<file path="config.mk">
export PLATFORM = sky130hd
export DESIGN_NAME = phy_ft
export DESIGN_NICKNAME = d
export VERILOG_FILES = /design/src/common/mdio_pkg.sv /design/src/common/phy_link_pkg.sv /design/src/phy_ft/phy_ft.sv /design/src/phy_ft/phy_ft_ctrl.sv /design/src/gmii_port_mux.sv /design/src/mdio_shifter.sv
export SDC_FILE = /design/constraint.sdc
export NUM_CORES = 1
export LEC_CHECK = 0
export BUFFER_PORTS_ARGS = -buffer_cell sky130_fd_sc_hd__buf_2
export CORE_MARGIN = 2
export CORE_UTILIZATION = 43
export CTS_CLUSTER_DIAMETER = 150
export DETAILED_ROUTE_END_ITERATION = 10
export PLACE_DENSITY = 0.59
export SYNTH_ARGS = -nofsm -noshare
export SYNTH_HDL_FRONTEND = slang
export SYNTH_SLANG_ARGS = --single-unit
</file>
<file path="constraint.sdc">
create_clock -name clk -period 4.6 [get_ports clk]
set_input_delay 0.46 -clock clk [delete_from_list [all_inputs] [get_ports clk]]
set_output_delay 0.46 -clock clk [all_outputs]
set_load 0.01 [all_outputs]
</file>
<file path="src/common/mdio_pkg.sv">
package mdio_pkg;

	localparam logic [1:0] ST_CL22  = 2'b01;
	localparam logic [1:0] OP_WRITE = 2'b01;
	localparam logic [1:0] OP_READ  = 2'b10;
	localparam logic [1:0] TA_BITS  = 2'b10; // Only driven on writes

	localparam logic [4:0] REG_CTRL = 5'd0;
	localparam logic [4:0] REG_PSSR = 5'd17; // PHY specific status
	localparam logic [4:0] REG_EPCR = 5'd20; // Extended PHY specific control

	localparam logic [15:0] EPCR_DELAY_SET = 16'h0082; // RX and TX clock delay
	localparam logic [15:0] CTRL_RESET_SET = 16'h8000; // Soft reset

	// Sent MSB first, after the preamble
	typedef struct packed {
		logic [1:0]  st;
		logic [1:0]  op;
		logic [4:0]  phy_addr;
		logic [4:0]  reg_addr;
		logic [1:0]  ta;
		logic [15:0] data;
	} mdio_frame_t;

endpackage

</file>
<file path="src/common/phy_link_pkg.sv">
package phy_link_pkg;

	typedef enum logic [1:0] {
		SPEED_10   = 2'b00,
		SPEED_100  = 2'b01,
		SPEED_1000 = 2'b10
	} speed_e;

	// Per-PHY view, decoded from register 17
	typedef struct packed {
		logic   up;
		speed_e speed;
		logic   duplex;
	} phy_status_t;

	typedef struct packed {
		logic   up;
		speed_e speed;
		logic   duplex;
		logic   active_port;
	} link_state_t;

	typedef struct packed {
		logic [7:0] dat;
		logic       dv;
		logic       er;
		logic       crs;
		logic       col;
	} gmii_rx_t;

	typedef struct packed {
		logic [7:0] dat;
		logic       en;
		logic       er;
	} gmii_tx_t;

endpackage

</file>
<file path="src/phy_ft/phy_ft.sv">
`timescale 1ns/1ps

module phy_ft import phy_link_pkg::*, mdio_pkg::*; #(
	parameter logic [4:0] PHY_ADDR    = 5'd0,
	parameter int         MDC_DIV     = 8,
	parameter int         INIT_CYCLES = 750000,
	parameter bit         INIT_EPCR   = 1'b1
) (
	input  logic        clk,
	input  logic        reset,
	input  logic        reset_in_i,
	output link_state_t link_o,
	output logic        link_change_o,
	output phy_status_t phy0_status_o,
	output phy_status_t phy1_status_o,
	// MAC side
	output gmii_rx_t    mac_rx_o,
	input  gmii_tx_t    mac_tx_i,
	output logic        mac_rxclk_o,
	input  logic        mac_txclk_i,
	// Host MDIO master
	input  logic        mdc_i,
	input  logic        mdio_o_i,
	input  logic        mdio_oe_i,
	input  logic        mdio_req_i,
	output logic        mdio_gnt_o,
	output logic        mdio_i_o,
	output logic        irq_o,
	// PHY 0
	input  gmii_rx_t    phy0_rx_i,
	output gmii_tx_t    phy0_tx_o,
	input  logic        phy0_rxclk_i,
	output logic        phy0_txclk_o,
	output logic        phy0_mdc_o,
	input  logic        phy0_mdio_i,
	output logic        phy0_mdio_o,
	output logic        phy0_mdio_oe_o,
	input  logic        phy0_int_i,
	output logic        phy0_reset_o,
	// PHY 1
	input  gmii_rx_t    phy1_rx_i,
	output gmii_tx_t    phy1_tx_o,
	input  logic        phy1_rxclk_i,
	output logic        phy1_txclk_o,
	output logic        phy1_mdc_o,
	input  logic        phy1_mdio_i,
	output logic        phy1_mdio_o,
	output logic        phy1_mdio_oe_o,
	input  logic        phy1_int_i,
	output logic        phy1_reset_o
);

	logic        rst_all;
	mdio_frame_t frame;
	logic        start;
	logic        p0_done, p1_done;
	logic [15:0] p0_rd_data, p1_rd_data;
	logic        p0_mdc, p0_mdio_o, p0_mdio_oe;
	logic        p1_mdc, p1_mdio_o, p1_mdio_oe;

	assign rst_all      = reset | reset_in_i;
	assign phy0_reset_o = rst_all;
	assign phy1_reset_o = rst_all;

	phy_ft_ctrl #(
		.PHY_ADDR(PHY_ADDR), .INIT_CYCLES(INIT_CYCLES), .INIT_EPCR(INIT_EPCR)
	) ctrl_i (
		.clk(clk), .reset(rst_all),
		.mdio_req_i(mdio_req_i), .mdio_gnt_o(mdio_gnt_o),
		.frame_o(frame), .start_o(start),
		.p0_done_i(p0_done), .p1_done_i(p1_done),
		.p0_rd_data_i(p0_rd_data), .p1_rd_data_i(p1_rd_data),
		.link_o(link_o), .link_change_o(link_change_o),
		.phy0_status_o(phy0_status_o), .phy1_status_o(phy1_status_o)
	);

	mdio_shifter #(.MDC_DIV(MDC_DIV)) p0_shift_i (
		.clk(clk), .reset(rst_all),
		.start_i(start), .frame_i(frame), .done_o(p0_done), .rd_data_o(p0_rd_data),
		.mdc_o(p0_mdc), .mdio_i(phy0_mdio_i), .mdio_o(p0_mdio_o), .mdio_oe_o(p0_mdio_oe)
	);

	mdio_shifter #(.MDC_DIV(MDC_DIV)) p1_shift_i (
		.clk(clk), .reset(rst_all),
		.start_i(start), .frame_i(frame), .done_o(p1_done), .rd_data_o(p1_rd_data),
		.mdc_o(p1_mdc), .mdio_i(phy1_mdio_i), .mdio_o(p1_mdio_o), .mdio_oe_o(p1_mdio_oe)
	);

	// Host owns both buses while granted
	assign phy0_mdc_o     = mdio_gnt_o ? mdc_i : p0_mdc;
	assign phy0_mdio_o    = mdio_gnt_o ? mdio_o_i : p0_mdio_o;
	assign phy0_mdio_oe_o = mdio_gnt_o ? mdio_oe_i : p0_mdio_oe;
	assign phy1_mdc_o     = mdio_gnt_o ? mdc_i : p1_mdc;
	assign phy1_mdio_o    = mdio_gnt_o ? mdio_o_i : p1_mdio_o;
	assign phy1_mdio_oe_o = mdio_gnt_o ? mdio_oe_i : p1_mdio_oe;

	assign mdio_i_o = link_o.active_port ? phy1_mdio_i : phy0_mdio_i;
	assign irq_o    = link_o.active_port ? phy1_int_i : phy0_int_i;

	gmii_port_mux mux_i (
		.select_i(link_o.active_port),
		.phy0_rx_i(phy0_rx_i), .phy1_rx_i(phy1_rx_i), .mac_rx_o(mac_rx_o),
		.mac_tx_i(mac_tx_i), .phy0_tx_o(phy0_tx_o), .phy1_tx_o(phy1_tx_o),
		.phy0_rxclk_i(phy0_rxclk_i), .phy1_rxclk_i(phy1_rxclk_i),
		.mac_rxclk_o(mac_rxclk_o), .mac_txclk_i(mac_txclk_i),
		.phy0_txclk_o(phy0_txclk_o), .phy1_txclk_o(phy1_txclk_o)
	);

endmodule

</file>
<file path="src/phy_ft/phy_ft_ctrl.sv">
`timescale 1ns/1ps

module phy_ft_ctrl import phy_link_pkg::*, mdio_pkg::*; #(
	parameter logic [4:0] PHY_ADDR    = 5'd0,
	parameter int         INIT_CYCLES = 1000,
	parameter bit         INIT_EPCR   = 1'b1
) (
	input  logic        clk,
	input  logic        reset,
	input  logic        mdio_req_i,
	output logic        mdio_gnt_o,
	output mdio_frame_t frame_o,
	output logic        start_o,
	input  logic        p0_done_i,
	input  logic        p1_done_i,
	input  logic [15:0] p0_rd_data_i,
	input  logic [15:0] p1_rd_data_i,
	output link_state_t link_o,
	output logic        link_change_o,
	output phy_status_t phy0_status_o,
	output phy_status_t phy1_status_o
);

	localparam int TMR_W = $clog2(INIT_CYCLES + 1);

	typedef enum logic [3:0] {
		S_INIT, S_REPCR_STRB, S_REPCR_WAIT, S_WEPCR_STRB, S_WEPCR_WAIT,
		S_RCTRL_STRB, S_RCTRL_WAIT, S_WCTRL_STRB, S_WCTRL_WAIT,
		S_IDLE, S_HOST_ACCESS, S_READ_STRB, S_READ_WAIT, S_READ_LATCH, S_SELECT
	} state_e;

	state_e           state;
	state_e           state_next;
	logic [TMR_W-1:0] init_timer;
	logic             req_meta;
	logic             req_sync;
	logic             new_strobe;

	function automatic mdio_frame_t make_frame(logic [1:0] op, logic [4:0] reg_addr,
			logic [15:0] data);
		mdio_frame_t f;
		f.st       = ST_CL22;
		f.op       = op;
		f.phy_addr = PHY_ADDR;
		f.reg_addr = reg_addr;
		f.ta       = TA_BITS;
		f.data     = data;
		return f;
	endfunction

	function automatic phy_status_t decode_pssr(logic [15:0] pssr);
		phy_status_t s;
		s.up     = pssr[10];
		s.speed  = speed_e'(pssr[15:14]);
		s.duplex = pssr[13];
		return s;
	endfunction

	function automatic link_state_t to_link(phy_status_t s, logic port);
		link_state_t l;
		l.up          = 1'b1;
		l.speed       = s.speed;
		l.duplex      = s.duplex;
		l.active_port = port;
		return l;
	endfunction

	always_ff @(posedge clk or posedge reset) begin
		if (reset) begin
			req_meta <= 1'b0;
			req_sync <= 1'b0;
			state    <= S_INIT;
		end else begin
			req_meta <= mdio_req_i;
			req_sync <= req_meta;
			state    <= state_next;
		end
	end

	always_comb begin
		state_next = state;
		case (state)
			S_INIT:
				if (init_timer == TMR_W'(INIT_CYCLES))
					state_next = INIT_EPCR ? S_REPCR_STRB : S_IDLE;
			S_REPCR_STRB:
				if (!p0_done_i)
					state_next = S_REPCR_WAIT;
			S_REPCR_WAIT:
				if (p0_done_i)
					state_next = S_WEPCR_STRB;
			S_WEPCR_STRB:
				if (!p0_done_i)
					state_next = S_WEPCR_WAIT;
			S_WEPCR_WAIT:
				if (p0_done_i)
					state_next = S_RCTRL_STRB;
			S_RCTRL_STRB:
				if (!p0_done_i)
					state_next = S_RCTRL_WAIT;
			S_RCTRL_WAIT:
				if (p0_done_i)
					state_next = S_WCTRL_STRB;
			S_WCTRL_STRB:
				if (!p0_done_i)
					state_next = S_WCTRL_WAIT;
			S_WCTRL_WAIT:
				if (p0_done_i)
					state_next = S_IDLE;
			S_IDLE:
				state_next = req_sync ? S_HOST_ACCESS : S_READ_STRB;
			S_HOST_ACCESS:
				if (!req_sync)
					state_next = S_IDLE;
			S_READ_STRB:
				if (!p0_done_i && !p1_done_i)
					state_next = S_READ_WAIT;
			S_READ_WAIT:
				if (p0_done_i && p1_done_i)
					state_next = S_READ_LATCH;
			S_READ_LATCH:
				state_next = S_SELECT;
			S_SELECT:
				state_next = S_IDLE;
			default:
				state_next = S_INIT;
		endcase
	end

	// One pulse on entry to a strobe state
	assign new_strobe = state_next != state && state_next inside {S_REPCR_STRB,
		S_WEPCR_STRB, S_RCTRL_STRB, S_WCTRL_STRB, S_READ_STRB};

	always_ff @(posedge clk) begin
		if (new_strobe) begin
			case (state_next)
				S_REPCR_STRB: frame_o <= make_frame(OP_READ, REG_EPCR, 16'h0);
				S_WEPCR_STRB: frame_o <= make_frame(OP_WRITE, REG_EPCR,
					p0_rd_data_i | EPCR_DELAY_SET);
				S_RCTRL_STRB: frame_o <= make_frame(OP_READ, REG_CTRL, 16'h0);
				S_WCTRL_STRB: frame_o <= make_frame(OP_WRITE, REG_CTRL,
					p0_rd_data_i | CTRL_RESET_SET);
				default:      frame_o <= make_frame(OP_READ, REG_PSSR, 16'h0);
			endcase
		end
	end

	always_ff @(posedge clk or posedge reset) begin
		if (reset) begin
			init_timer    <= '0;
			start_o       <= 1'b0;
			mdio_gnt_o    <= 1'b0;
			link_change_o <= 1'b0;
			link_o        <= '0;
			phy0_status_o <= '0;
			phy1_status_o <= '0;
		end else begin
			start_o       <= new_strobe;
			link_change_o <= 1'b0;
			case (state_next)
				S_INIT:
					init_timer <= init_timer + 1'b1;
				S_IDLE:
					mdio_gnt_o <= 1'b0;
				S_HOST_ACCESS:
					mdio_gnt_o <= 1'b1;
				S_READ_LATCH: begin
					phy0_status_o <= decode_pssr(p0_rd_data_i);
					phy1_status_o <= decode_pssr(p1_rd_data_i);
				end
				S_SELECT: begin
					if (link_o.up) begin
						if (!phy0_status_o.up && !phy1_status_o.up) begin
							link_o        <= '0; // Both lost
							link_change_o <= 1'b1;
						end else if (link_o.active_port && phy0_status_o.up) begin
							link_o        <= to_link(phy0_status_o, 1'b0); // Port 0 wins back
							link_change_o <= phy0_status_o.speed != link_o.speed ||
								phy0_status_o.duplex != link_o.duplex;
						end else if (!link_o.active_port && !phy0_status_o.up) begin
							link_o        <= to_link(phy1_status_o, 1'b1);
							link_change_o <= phy1_status_o.speed != link_o.speed ||
								phy1_status_o.duplex != link_o.duplex;
						end
					end else if (phy0_status_o.up) begin
						link_o        <= to_link(phy0_status_o, 1'b0);
						link_change_o <= 1'b1;
					end else if (phy1_status_o.up) begin
						link_o        <= to_link(phy1_status_o, 1'b1);
						link_change_o <= 1'b1;
					end
				end
				default: begin
				end
			endcase
		end
	end

endmodule

</file>
<file path="src/gmii_port_mux.sv">
`timescale 1ns/1ps

module gmii_port_mux import phy_link_pkg::*; (
	input  logic     select_i,
	input  gmii_rx_t phy0_rx_i,
	input  gmii_rx_t phy1_rx_i,
	output gmii_rx_t mac_rx_o,
	input  gmii_tx_t mac_tx_i,
	output gmii_tx_t phy0_tx_o,
	output gmii_tx_t phy1_tx_o,
	input  logic     phy0_rxclk_i,
	input  logic     phy1_rxclk_i,
	output logic     mac_rxclk_o,
	input  logic     mac_txclk_i,
	output logic     phy0_txclk_o,
	output logic     phy1_txclk_o
);

	assign mac_rx_o    = select_i ? phy1_rx_i : phy0_rx_i;
	assign mac_rxclk_o = select_i ? phy1_rxclk_i : phy0_rxclk_i;

	// Standby port sees an idle transmitter
	assign phy0_tx_o = select_i ? '0 : mac_tx_i;
	assign phy1_tx_o = select_i ? mac_tx_i : '0;

	assign phy0_txclk_o = mac_txclk_i; // Both PHYs keep a running TX clock
	assign phy1_txclk_o = mac_txclk_i;

endmodule

</file>
<file path="src/mdio_shifter.sv">
`timescale 1ns/1ps

module mdio_shifter import mdio_pkg::*; #(
	parameter int MDC_DIV = 4
) (
	input  logic        clk,
	input  logic        reset,
	input  logic        start_i,
	input  mdio_frame_t frame_i,
	output logic        done_o,
	output logic [15:0] rd_data_o,
	output logic        mdc_o,
	input  logic        mdio_i,
	output logic        mdio_o,
	output logic        mdio_oe_o
);

	localparam int DIV_W = $clog2(MDC_DIV + 1);

	logic             busy;
	logic [DIV_W-1:0] div_cnt;
	logic             mdc;
	logic [5:0]       bit_cnt;
	logic [63:0]      shreg;
	logic             rd_op;
	logic [15:0]      rd_shift;
	logic             half_end;

	assign half_end = div_cnt == DIV_W'(MDC_DIV - 1);

	always_ff @(posedge clk or posedge reset) begin
		if (reset) begin
			busy    <= 1'b0;
			div_cnt <= '0;
			mdc     <= 1'b0;
			bit_cnt <= '0;
		end else if (!busy) begin
			if (start_i) begin
				busy    <= 1'b1;
				div_cnt <= '0;
				mdc     <= 1'b0;
				bit_cnt <= '0;
			end
		end else if (half_end) begin
			div_cnt <= '0;
			mdc     <= !mdc;
			if (mdc) begin
				bit_cnt <= bit_cnt + 6'd1;
				if (bit_cnt == 6'd63)
					busy <= 1'b0; // Last falling edge closes the frame
			end
		end else begin
			div_cnt <= div_cnt + 1'b1;
		end
	end

	// 32 preamble ones, then the frame
	always_ff @(posedge clk) begin
		if (!busy && start_i) begin
			shreg <= {32'hffff_ffff, frame_i};
			rd_op <= frame_i.op == OP_READ;
		end else if (busy && half_end && mdc) begin
			shreg <= {shreg[62:0], 1'b1};
		end
		if (busy && half_end && !mdc && rd_op && bit_cnt >= 6'd48)
			rd_shift <= {rd_shift[14:0], mdio_i}; // Rising MDC
	end

	assign done_o    = !busy;
	assign rd_data_o = rd_shift;
	assign mdc_o     = mdc;
	assign mdio_o    = busy ? shreg[63] : 1'b1;

	// Bus released from turnaround on for reads
	assign mdio_oe_o = busy && !(rd_op && bit_cnt >= 6'd46);

endmodule

</file>
==> impl_results.md, run 1 <==
* CP cell instances: nor3_1 -> a211oi_1 -> o311ai_0 -> nor2_1 -> nor3b_4 -> and2_1
* Highest-delay cell along the critical path: nor3b_4
* Synth Warn # at 0
* Worst min-delay path category: in2reg
* Setup Skew at 0.00917 ns
* CP Buf/Inv Count at 0
* Worst skew pair latency at 0.52 ns
* Die Width at 159 microns
* Vias in the first global route at 6512
* Number of antenna diodes at 0
* CTS sink count at 249
* VDD IR max at 0.000230 V
* Max Slew Vio Count at 0
* Async SR Flop Fraction at 0.265
* Post-synthesis mux area share at 0.0329
* Hold-fix buffers, CTS at 0
* Status: completed
* Largest family of logic cells by synthesized area: simple AND/OR/NAND/NOR gates
* Synth Area per Inst at 10.7 sq um
* Rows at 56
* Layout cells sized above 1 at 0.183
* Grt total ovfl at 0
* Sequential share of the synthesized area at 0.628
* Clk pin slew, worst setup/hold paths at 0.06 ns
* First-pass GRT wire length at 32300 microns
* Die Y at 159 microns
* Compound-Gate Fraction of Synth Area at 0.0340
* Vias per std cell at 4.93
* Setup violations, final at 0
* RSZ-0062 raised after global routing: false
* Total CTS buffers at 26
* Post-synthesis xor/xnor area fraction at 0.0288
* ANT nets after route at 0
* Synth cell types at 55
* Clock tree buffer depth at 3
* Synth Instances at 971
* Element type at the critical path end: flop
* CP Depth at 6
* Core Util, Final at 0.511
* Max-cap check violation count at 0
* Drt pass-1 iters at 5
* Post-Route Setup TNS at 0 ns
* Most common cell after layout, fill and taps aside: nand2_1
* CP delay by family, top: simple AND/OR/NAND/NOR gates
* Total Nets Final at 1126
* Hpwl dp at 12400 microns
* Tcrit/Tclk final at 0.576
* Crit Path Class: reg2reg
* Power per cell area at 364 nW/um^2
* DR WL/cell at 13.8 microns
* Max Fclk at 377 MHz
* Max_slew headroom at 0.425
* Adder-Cell Fraction of Synth Area at 0.0121
* Core outline area at 23500 sq um
* DRC violations left at 0
* Initial antenna violation count at 0
* Layout Area Growth over Synthesis at 16.2%
* # Post-CTS Setup Buffers at 0
* EDFF count, synth at 119
* All-layer global routing usage at 0.151
* Largest net degree at the start of global routing at 68
* Final Hold Viols at 0
* Leak at 0.00486 uW
* Final worst path period need at 2.65 ns
* Max incr delay on CP at 0.58 ns
* Number of buffers added on ports at 104
* Mapped cell area at 10400 sq um
* Mapped Nets at 1029
* Simple-gate area share of the yosys netlist at 0.232
* Commonest non-fill, non-tap cells in the layout: nand2_1, edfxtp_1, buf_2
* Synth Register Bits at 249
* Post-CTS sizing at 0
* Placer Congestion at 0.810
* Arrival @ worst endpoint at 3.04 ns
* Worst hold path cell count at 1
* Starting Density at 0.440
* CP Max Fanout at 18
* Detailed Route WL at 19400 microns
* Die area at 25300 sq um
* Critical Path Start Type: flop
* Via count at 6941
* CP Data Required Time at 4.98 ns
* R2R cell count at 6
* Iteration-0 DRC Markers at 513
* Top FF cell, synth: edfxtp_1
* CTS tree: done
* H-tree lvl count at 1
* IO Count at 108
* Slew @ Worst Pin at 0.858 ns
* Clock root cell: clkbuf_16
==> report_power, final <==
| group | switching [uW] | internal, uW |
|---|---|---|
| clock network | 806 | 1200 |
| logic | 30.9 | 29.6 |
| registers | 0.551 | 2310 |
==> synth_stat cells (all sizes together), types with 10 or more instances <==
master  count  area, sq um
a21oi      10         50.1
and2       45          284
buf        14         90.1
clkbuf     36          135
dfrtp      66         1650
dfxtp      64         1280
edfxtp    119         3570
ha         10          125
inv        23         88.8
mux2       28          330
nand2     280         1050
nand2b     14         87.6
nand3      92          470
nand4      16          100
nor2       28          105
nor2b      17          106
o21ai      22          110
xnor2      28          245
==> cells by family (layout without fill, tap and decap cells) <==
kind of cell             Yosys count  after routing
AO/OA/AOI/OAI                     55             55
XOR/XNOR                          34             34
adder cells (fa/ha/maj)           10             10
buffers and inverters             76            193
flip-flops                       249            249
multiplexers                      29             29
AND/OR/NAND/NOR                  518            518
==> cell type report <==
type	instances	area, sq um
fillers	2115	11500
flip-flops and latches	249	6510
multi-input cells	646	3560
clock buffers	47	823
repair buffers	119	633
well taps	319	399
inverters	26	105
clock inverters	1	5.00
==> worst reg2reg max path, cell delays in order (launching register included) <==
cell and delay [ns]:
dfrtp_1 0.57, nor3_1 0.27, a211oi_1 0.08, o311ai_0 0.54, nor2_1 0.26, nor3b_4 0.58, and2_1 0.22
==> routing by layer <==
metal | track usage | wire length, microns | part of all wire
met2 | 0.239 | 8550 | 0.44
met3 | 0.0240 | 952 | 0.049
met5 | 0 | 0 | 0
met1 | 0.221 | 9590 | 0.50
met4 | 0.0322 | 266 | 0.014
==> metrics by stage <==
stage	worst slack (ns)	cell area, sq um	hold WS (ns)	std cells	total power, uW
after floorplan	1.22	10400	0.331	971	2380
final	1.95	12000	0.0619	1407	4380
after global placement	2.03	11200	0.350	1359	2420
after CTS	1.97	12000	0.0463	1407	4440
after detailed placement	1.98	11200	0.360	1359	2420
after global routing	1.73	12000	0.0492	1407	4530
==> sequential cells by signal, indices dropped and copies added, names as in the netlist, 5 cells and up <==
signal and flops:
p0_shift_i.shreg 64, p0_shift_i.bit_cnt 6, p1_shift_i.rd_data_o 16, p1_shift_i.shreg 64, p0_shift_i.rd_data_o 16, ctrl_i.init_timer 20, ctrl_i.link_o 5, p1_shift_i.bit_cnt 6
ctrl_i.frame_o 21
==> worst paths after layout <==
check / endpoint / startpoint / slack [ns]
setup reg to reg: ctrl_i.frame_o[0] / p0_shift_i.busy / 1.95
hold reg to reg: ctrl_i.req_sync / ctrl_i.req_meta / 0.36
setup / recovery: ctrl_i.frame_o[0] / p0_shift_i.busy / 1.95
max in group asynchronous: p0_shift_i.bit_cnt[1] / reset_in_i / 3.79
hold / removal: ctrl_i.req_meta / mdio_req_i / 0.06
min in group asynchronous: ctrl_i.init_timer[4] / reset / 0.24
Note: power is estimated with default switching activity, not from simulation.
==> run 2: changes to the inputs <==
- ABC_AREA: not set -> 1
- PLACE_DENSITY: 0.59 -> 0.62
- clock period: 4.6 -> 2.1 ns (I/O delays scaled with it)
==> run 2 against run 1 <==
  * Die area is 4.5% higher
  * First-iteration DRC count increased by 9.9%
  * Count of clock-buffer cells in the layout down 11
  * Combinational power grew 140%
  * Total power grew 130%
  * Utilization grew 0.23 points
  * Hold slack better by 0.26 ns
==> impl_results.md, run 2 <==
* Via count at 7945
* Clock root cell: clkbuf_16
* Number of antenna diodes at 0
* GR Layer Usage met1 at 0.238
* Total CTS buffers at 27
* Critical Path Start Type: flop
* Hpwl dp at 14800 microns
* Total Nets Final at 1382
* Most common cell after layout, fill and taps aside: nand2_1
* Arrival @ worst endpoint at 1.81 ns
* Status: completed
* Top flop regs: p0_shift_i.shreg: 64 flops, p1_shift_i.shreg: 64 flops, ctrl_i.frame_o: 21 flops
* CP Depth at 8
* CTS tree: done
* CP Buf/Inv Count at 2
* Final Hold Viols at 0
* Placer Congestion at 0.817
* Mapped cell area at 10800 sq um
* Sequential share of the synthesized area at 0.601
* Highest-delay cell along the critical path: dfrtp_1
* CP cell instances: inv_2 -> ha_1 -> o211ai_1 -> nand2_1 -> nand3_2 -> nand3_1 -> o21ai_0 -> buf_2
* Max_slew headroom at 0.643
* GR peak layer: met2
* Leading cell types by count after synthesis: nand2_1, inv_1, edfxtp_1
* Vias in the first global route at 7478
* Leak at 0.00618 uW
* DR WL/cell at 13.1 microns
* Fill count at 2290
* ANT nets after route at 0
* CP Max Fanout at 4
* DRC violations left at 0
* Slew @ Worst Pin at 0.535 ns
* Worst hold margin at 0.324 ns
* Commonest non-fill, non-tap cells in the layout: nand2_1, inv_1, edfxtp_1
* Clock power share at 0.477
* Layout cells sized above 1 at 0.164
* Die Width at 163 microns
* Mapped Nets at 1265
* Async SR Flop Fraction at 0.265
* Logic pwr share at 0.015
* Switching Share at 0.201
* Synth cell types at 39
* Met3 Use GR at 0.0260
* Rows at 58
* All-layer global routing usage at 0.169
* Tcrit/Tclk final at 0.962
* Synth Area per Inst at 8.97 sq um
* Crit Path Class: reg2out
* Worst skew pair latency at 0.54 ns
* Worst min-delay path category: in2reg
* Max incr delay on CP at 0.37 ns
* Grt total ovfl at 0
* Drt pass-1 iters at 5
* Met2 Usage GRT at 0.275
* Fin cells at 1675
* Worst hold path cell count at 2
* Final worst path period need at 2.02 ns
* Synth Warn # at 0
* Vias per std cell at 4.74
* Int Power at 7970 uW
* Top cell type's share of synthesized area at 0.330
* Detailed Route WL at 21900 microns
* Clock tree buffer depth at 3
* Clk pin slew, worst setup/hold paths at 0.06 ns
* Most common cell in the synthesized netlist: nand2_1
* Die area at 26500 sq um
* Element type at the critical path end: output port
* IO Count at 108
* Core Util, Final at 0.513
* Number of buffers added on ports at 104
* Largest net degree at the start of global routing at 41
* Core outline area at 25000 sq um
* Reg power frac at 0.508
* CTS sink count at 249
* Psw at 2000 uW
* CP delay by family, top: flip-flops
* Initial antenna violation count at 0
* H-tree lvl count at 1
* Layout Area Growth over Synthesis at 18.3%
* Max Fclk at 495 MHz
* Setup violations, final at 0
* CP Data Required Time at 1.89 ns
* RSZ-0062 raised after global routing: true
* Cell accounting for the most synthesized area: edfxtp_1
* Area contributors post-synth: edfxtp_1, dfrtp_1, nand2_1, dfxtp_1, nand3_1
* Max Slew Vio Count at 0
* Iteration-0 DRC Markers at 564
* Synth Register Bits at 249
* Synth Instances at 1207
* Power per cell area at 778 nW/um^2
* Setup Skew at 0.00817 ns
* VDD IR max at 0.000599 V
* Die Y at 163 microns
* Starting Density at 0.434
* Max-cap check violation count at 0
* Placed cells at 1620
* EDFF count, synth at 119
* # Post-CTS Setup Buffers at 0
* R2R cell count at 10
* Top FF cell, synth: edfxtp_1
* First-pass GRT wire length at 36700 microns
[run 2: cell types whose count changed after synthesis, moves of 9 or more]
cell      delta
and2_1      -44
buf_2        +9
inv_1      +112
inv_2        +9
mux2_2      -21
nand2_1     +93
nand2b_1    -14
nand3_1     +28
nor2_1      +72
nor2b_1     -17
o21ai_0     +47
xnor2_1     -20
xor2_1      +10
[run 2: worst paths after layout]
| path | endpoint | startpoint | slack, ns |
|---|---|---|---|
| setup reg to reg | ctrl_i.frame_o[0] | p0_shift_i.busy | 0.12 |
| setup / recovery | phy1_mdio_oe_o | p1_shift_i.bit_cnt[0] | 0.08 |
| hold / removal | ctrl_i.req_meta | mdio_req_i | 0.32 |
| hold reg to reg | ctrl_i.req_sync | ctrl_i.req_meta | 0.35 |
| min in group asynchronous | ctrl_i.phy0_status_o[0] | reset_in_i | 0.39 |
| max in group asynchronous | ctrl_i.state[2] | reset | 0.71 |
[run 2: through the flow]
stage	total power (uW)	setup WS [ns]	cell area [sq um]	setup TNS, ns
3_5_place_dp	5310	0.140	11800	0
2_1_floorplan	5220	0.00456	10900	0
3_3_place_gp	5300	0.141	11800	0
4_1_cts	10100	0.00133	12800	0
6_report	9970	0.0799	12800	0
5_1_grt	10300	-0.0558	12800	-0.104
[run 2: final cells by class]
type / instances / area (sq um) / area share
repair buffers: 139 / 850 / 0.0663
clock buffers: 36 / 771 / 0.0601
clock inverters: 14 / 141 / 0.0110
multi-input cells: 763 / 3590 / 0.280
well taps: 330 / 413 / 0.0322
flip-flops and latches: 249 / 6510 / 0.508
inverters: 144 / 541 / 0.0422
[run 2: worst register-to-register path, delay by kind of cell (launching register included)]
kind                   cells  cell delay, ns
DFF                        1            0.49
buffers and inverters      3            0.31
and+or+nand+nor            5            0.36
AOI/OAI and AO/OA          2            0.50
[run 2: layer usage]
metal	share of wire	wire (microns)
met1	0.48	10500
met2	0.46	9970
met3	0.051	1130
met4	0.015	322
met5	0	0
[run 2: power by group through the flow]
stage	combinational, uW	clock [uW]	sequential, uW
final	148	4760	5060
after global routing	167	5080	5060
after CTS	151	4880	5060
after detailed placement	143	0	5160
after global placement	143	0	5160
after floorplan	60.6	0	5160
[run 2: kinds of logic after synthesis]
group                      after synthesis  share of synthesized area
muxes                                    3                    0.00312
DFF                                    249                      0.601
buffers and inverters                  195                     0.0717
adders and majority gates               10                     0.0116
and+or+nand+nor                        627                      0.243
AOI/OAI and AO/OA                       99                     0.0501
xor gates and xnor gates                24                     0.0194
[run 2: what timing repair did]
item,4_1_cts,5_1_grt
hold endpoints to repair,69,0
pin swaps,0,1
setup endpoints to repair,2,26
hold buffers,5,0
gates resized for setup,3,7
==> run 3: changes to the inputs <==
- CELL_PAD_IN_SITES_DETAIL_PLACEMENT: not set -> 1
- CELL_PAD_IN_SITES_GLOBAL_PLACEMENT: not set -> 1
- CORE_UTILIZATION: 43 -> 41
- PLACE_DENSITY: 0.62 -> 0.74
==> run 3 against run 2 <==
  * Worst setup slack improved by 0.038 ns
  * Total power rose by 0.25%
  * Register-to-register slack improved by 0.03 ns
  * First-iteration DRC count fell by 14%
  * Clock power barely moved
  * Global-route usage rose by 1.5 points
  * Critical path depth did not move
  * Utilization fell by 1.8 points
  * Design area rose by 0.53%
  * Via count rose by 4.5%
  * Routed wire length rose by 15%
  * Critical path type unchanged
==> impl_results.md, run 3 (synthesis gave the netlist of run 2 again) <==
* Initial antenna violation count at 0
* CP delay by family, top: flip-flops
* CP cell instances: inv_1 -> ha_1 -> o211ai_1 -> nand2_1 -> nand3_1 -> nand3_1 -> o21ai_0 -> buf_2
* Most common cell after layout, fill and taps aside: nand2_1
* Worst hold path startpoint: mdio_req_i
* Crit path launch: p1_shift_i.bit_cnt[0]
* Commonest non-fill, non-tap cells in the layout: nand2_1, inv_1, edfxtp_1
* Layout Area Growth over Synthesis at 19.0%
* Design area at 12900 sq um
* VDD IR max at 0.000643 V
* Most used cell, CP: nand3_1
* Worst min-delay path category: in2reg
* Final Hold Viols at 0
* Max Fclk at 504 MHz
* Max-cap check violation count at 0
* Setup Skew at 0.00954 ns
* CTS tree: done
* Clk pin slew, worst setup/hold paths at 0.06 ns
* Post-Route Setup TNS at 0 ns
* Drt pass-1 iters at 4
* Critical Path Start Type: flop
* Worst skew pair latency at 0.53 ns
* Arrival @ worst endpoint at 1.77 ns
* Total Nets Final at 1387
* Reg2reg end: p0_shift_i.rd_data_o[5]
* Largest net degree at the start of global routing at 78
* Highest-delay cell along the critical path: dfrtp_1
* Die Y at 167 microns
* Via count at 8306
* Clock root cell: clkbuf_16
* Max Slew Vio Count at 0
* Placed cell areas at 11900 sq um
* Number of antenna diodes at 0
* Core outline area at 26000 sq um
* Top flop regs: p0_shift_i.shreg: 64 flops, p1_shift_i.shreg: 64 flops, ctrl_i.frame_o: 21 flops
* Hold Path End: ctrl_i.req_meta
* CP Data Required Time at 1.89 ns
* Starting Density at 0.417
* Final setup margin at 0.118 ns
* Power per cell area at 775 nW/um^2
* Seq. cell area at 6510 sq um
* Die Width at 167 microns
* Total CTS buffers at 27
* Element type at the critical path end: output port
* Iteration-0 DRC Markers at 485
* DRC violations left at 0
* Slew @ Worst Pin at 0.481 ns
* Area of the multi-input gates at 3590 sq um
* Fill count at 3026
* Max incr delay on CP at 0.36 ns
* Status: completed
* Layout cells sized above 1 at 0.165
* Tcrit/Tclk final at 0.944
* Reg2reg start: p0_shift_i.div_cnt[0]
* IO Count at 108
* H-tree lvl count at 1
* CP Max Fanout at 4
* CTS sink count at 249
* Crit Path Class: reg2out
* Worst hold path cell count at 2
* ANT nets after route at 0
* Die area at 27700 sq um
* DR WL/cell at 15.0 microns
* Vias per std cell at 4.93
* R2R cell count at 8
* Max_slew headroom at 0.677
* Core Util, Final at 0.496
* All-layer global routing usage at 0.184
* Hpwl dp at 16800 microns
* Rows at 59
* CP Buf/Inv Count at 2
* Vias in the first global route at 8914
* R2R setup slack at 0.15 ns
* Clock tree buffer depth at 3
* First-pass GRT wire length at 43100 microns
* DP Worst Slack at 0.117 ns
* Placer Congestion at 0.801
* Setup violations, final at 0
* Number of buffers added on ports at 104
* Final worst path period need at 1.98 ns
* Detailed Route WL at 25300 microns
* Leak at 0.00621 uW
* Grt total ovfl at 0
## run 3: cell type report
type | count | share of cell area
Clock buffer | 34 | 0.0553
Clock inverter | 15 | 0.0137
Sequential cell | 249 | 0.505
Inverter | 144 | 0.0420
Timing Repair Buffer | 144 | 0.0728
Tap cell | 335 | 0.0325
Multi-Input combinational cell | 763 | 0.278
## run 3: power by group
part | internal [uW] | leakage, uW | total (uW) | switching (uW)
clock | 2880 | 0.000434 | 4780 | 1900
combinational | 67.2 | 0.00345 | 150 | 82.5
sequential | 5060 | 0.00232 | 5060 | 1.02
## run 3: worst register-to-register path, delay by kind of cell, from the launching register on
kind | cells | cell delay (ns)
DFF | 1 | 0.41
adders and majority gates | 1 | 0.23
and+or+nand+nor | 5 | 0.75
buffers and inverters | 2 | 0.27
## run 3: timing repair
action / CTS / global route
cloned: 0 / 1
endpoints found under the setup margin: 1 / 23
endpoints found under the hold margin: 69 / 0
gates resized for setup: 1 / 10
buffers inserted: 0 / 5
hold buffers: 5 / 0
pin swaps: 0 / 1
## run 3: how the worst max path moves through the flow
stage / to / cells after the start / slack [ns]
6_report: phy1_mdio_oe_o / 8 / 0.12
5_1_grt: phy0_mdio_oe_o / 7 / -0.02
4_1_cts: phy0_mdio_oe_o / 8 / 0.02
3_5_place_dp: ctrl_i.frame_o[6] / 10 / 0.12
3_3_place_gp: ctrl_i.frame_o[5] / 10 / 0.19
2_1_floorplan: ctrl_i.frame_o[0] / 12 / 0.005
## run 3: stage by stage
| step | hold WS [ns] | total power, uW | std cells |
|---|---|---|---|
| 3_3_place_gp | 0.320 | 5310 | 1624 |
| 3_5_place_dp | 0.329 | 5310 | 1624 |
| 4_1_cts | 0.309 | 10100 | 1678 |
| 5_1_grt | 0.331 | 10300 | 1684 |
| 6_report | 0.336 | 9990 | 1684 |
| 2_1_floorplan | 0.241 | 5220 | 1207 |
## run 3: metal layers
layer	track usage	vias to the layer above	part of all wire
li1	-	4100	-
met1	0.241	4006	0.46
met2	0.320	162	0.49
met3	0.0295	38	0.042
met4	0.0439	0	0.018
met5	0	-	0
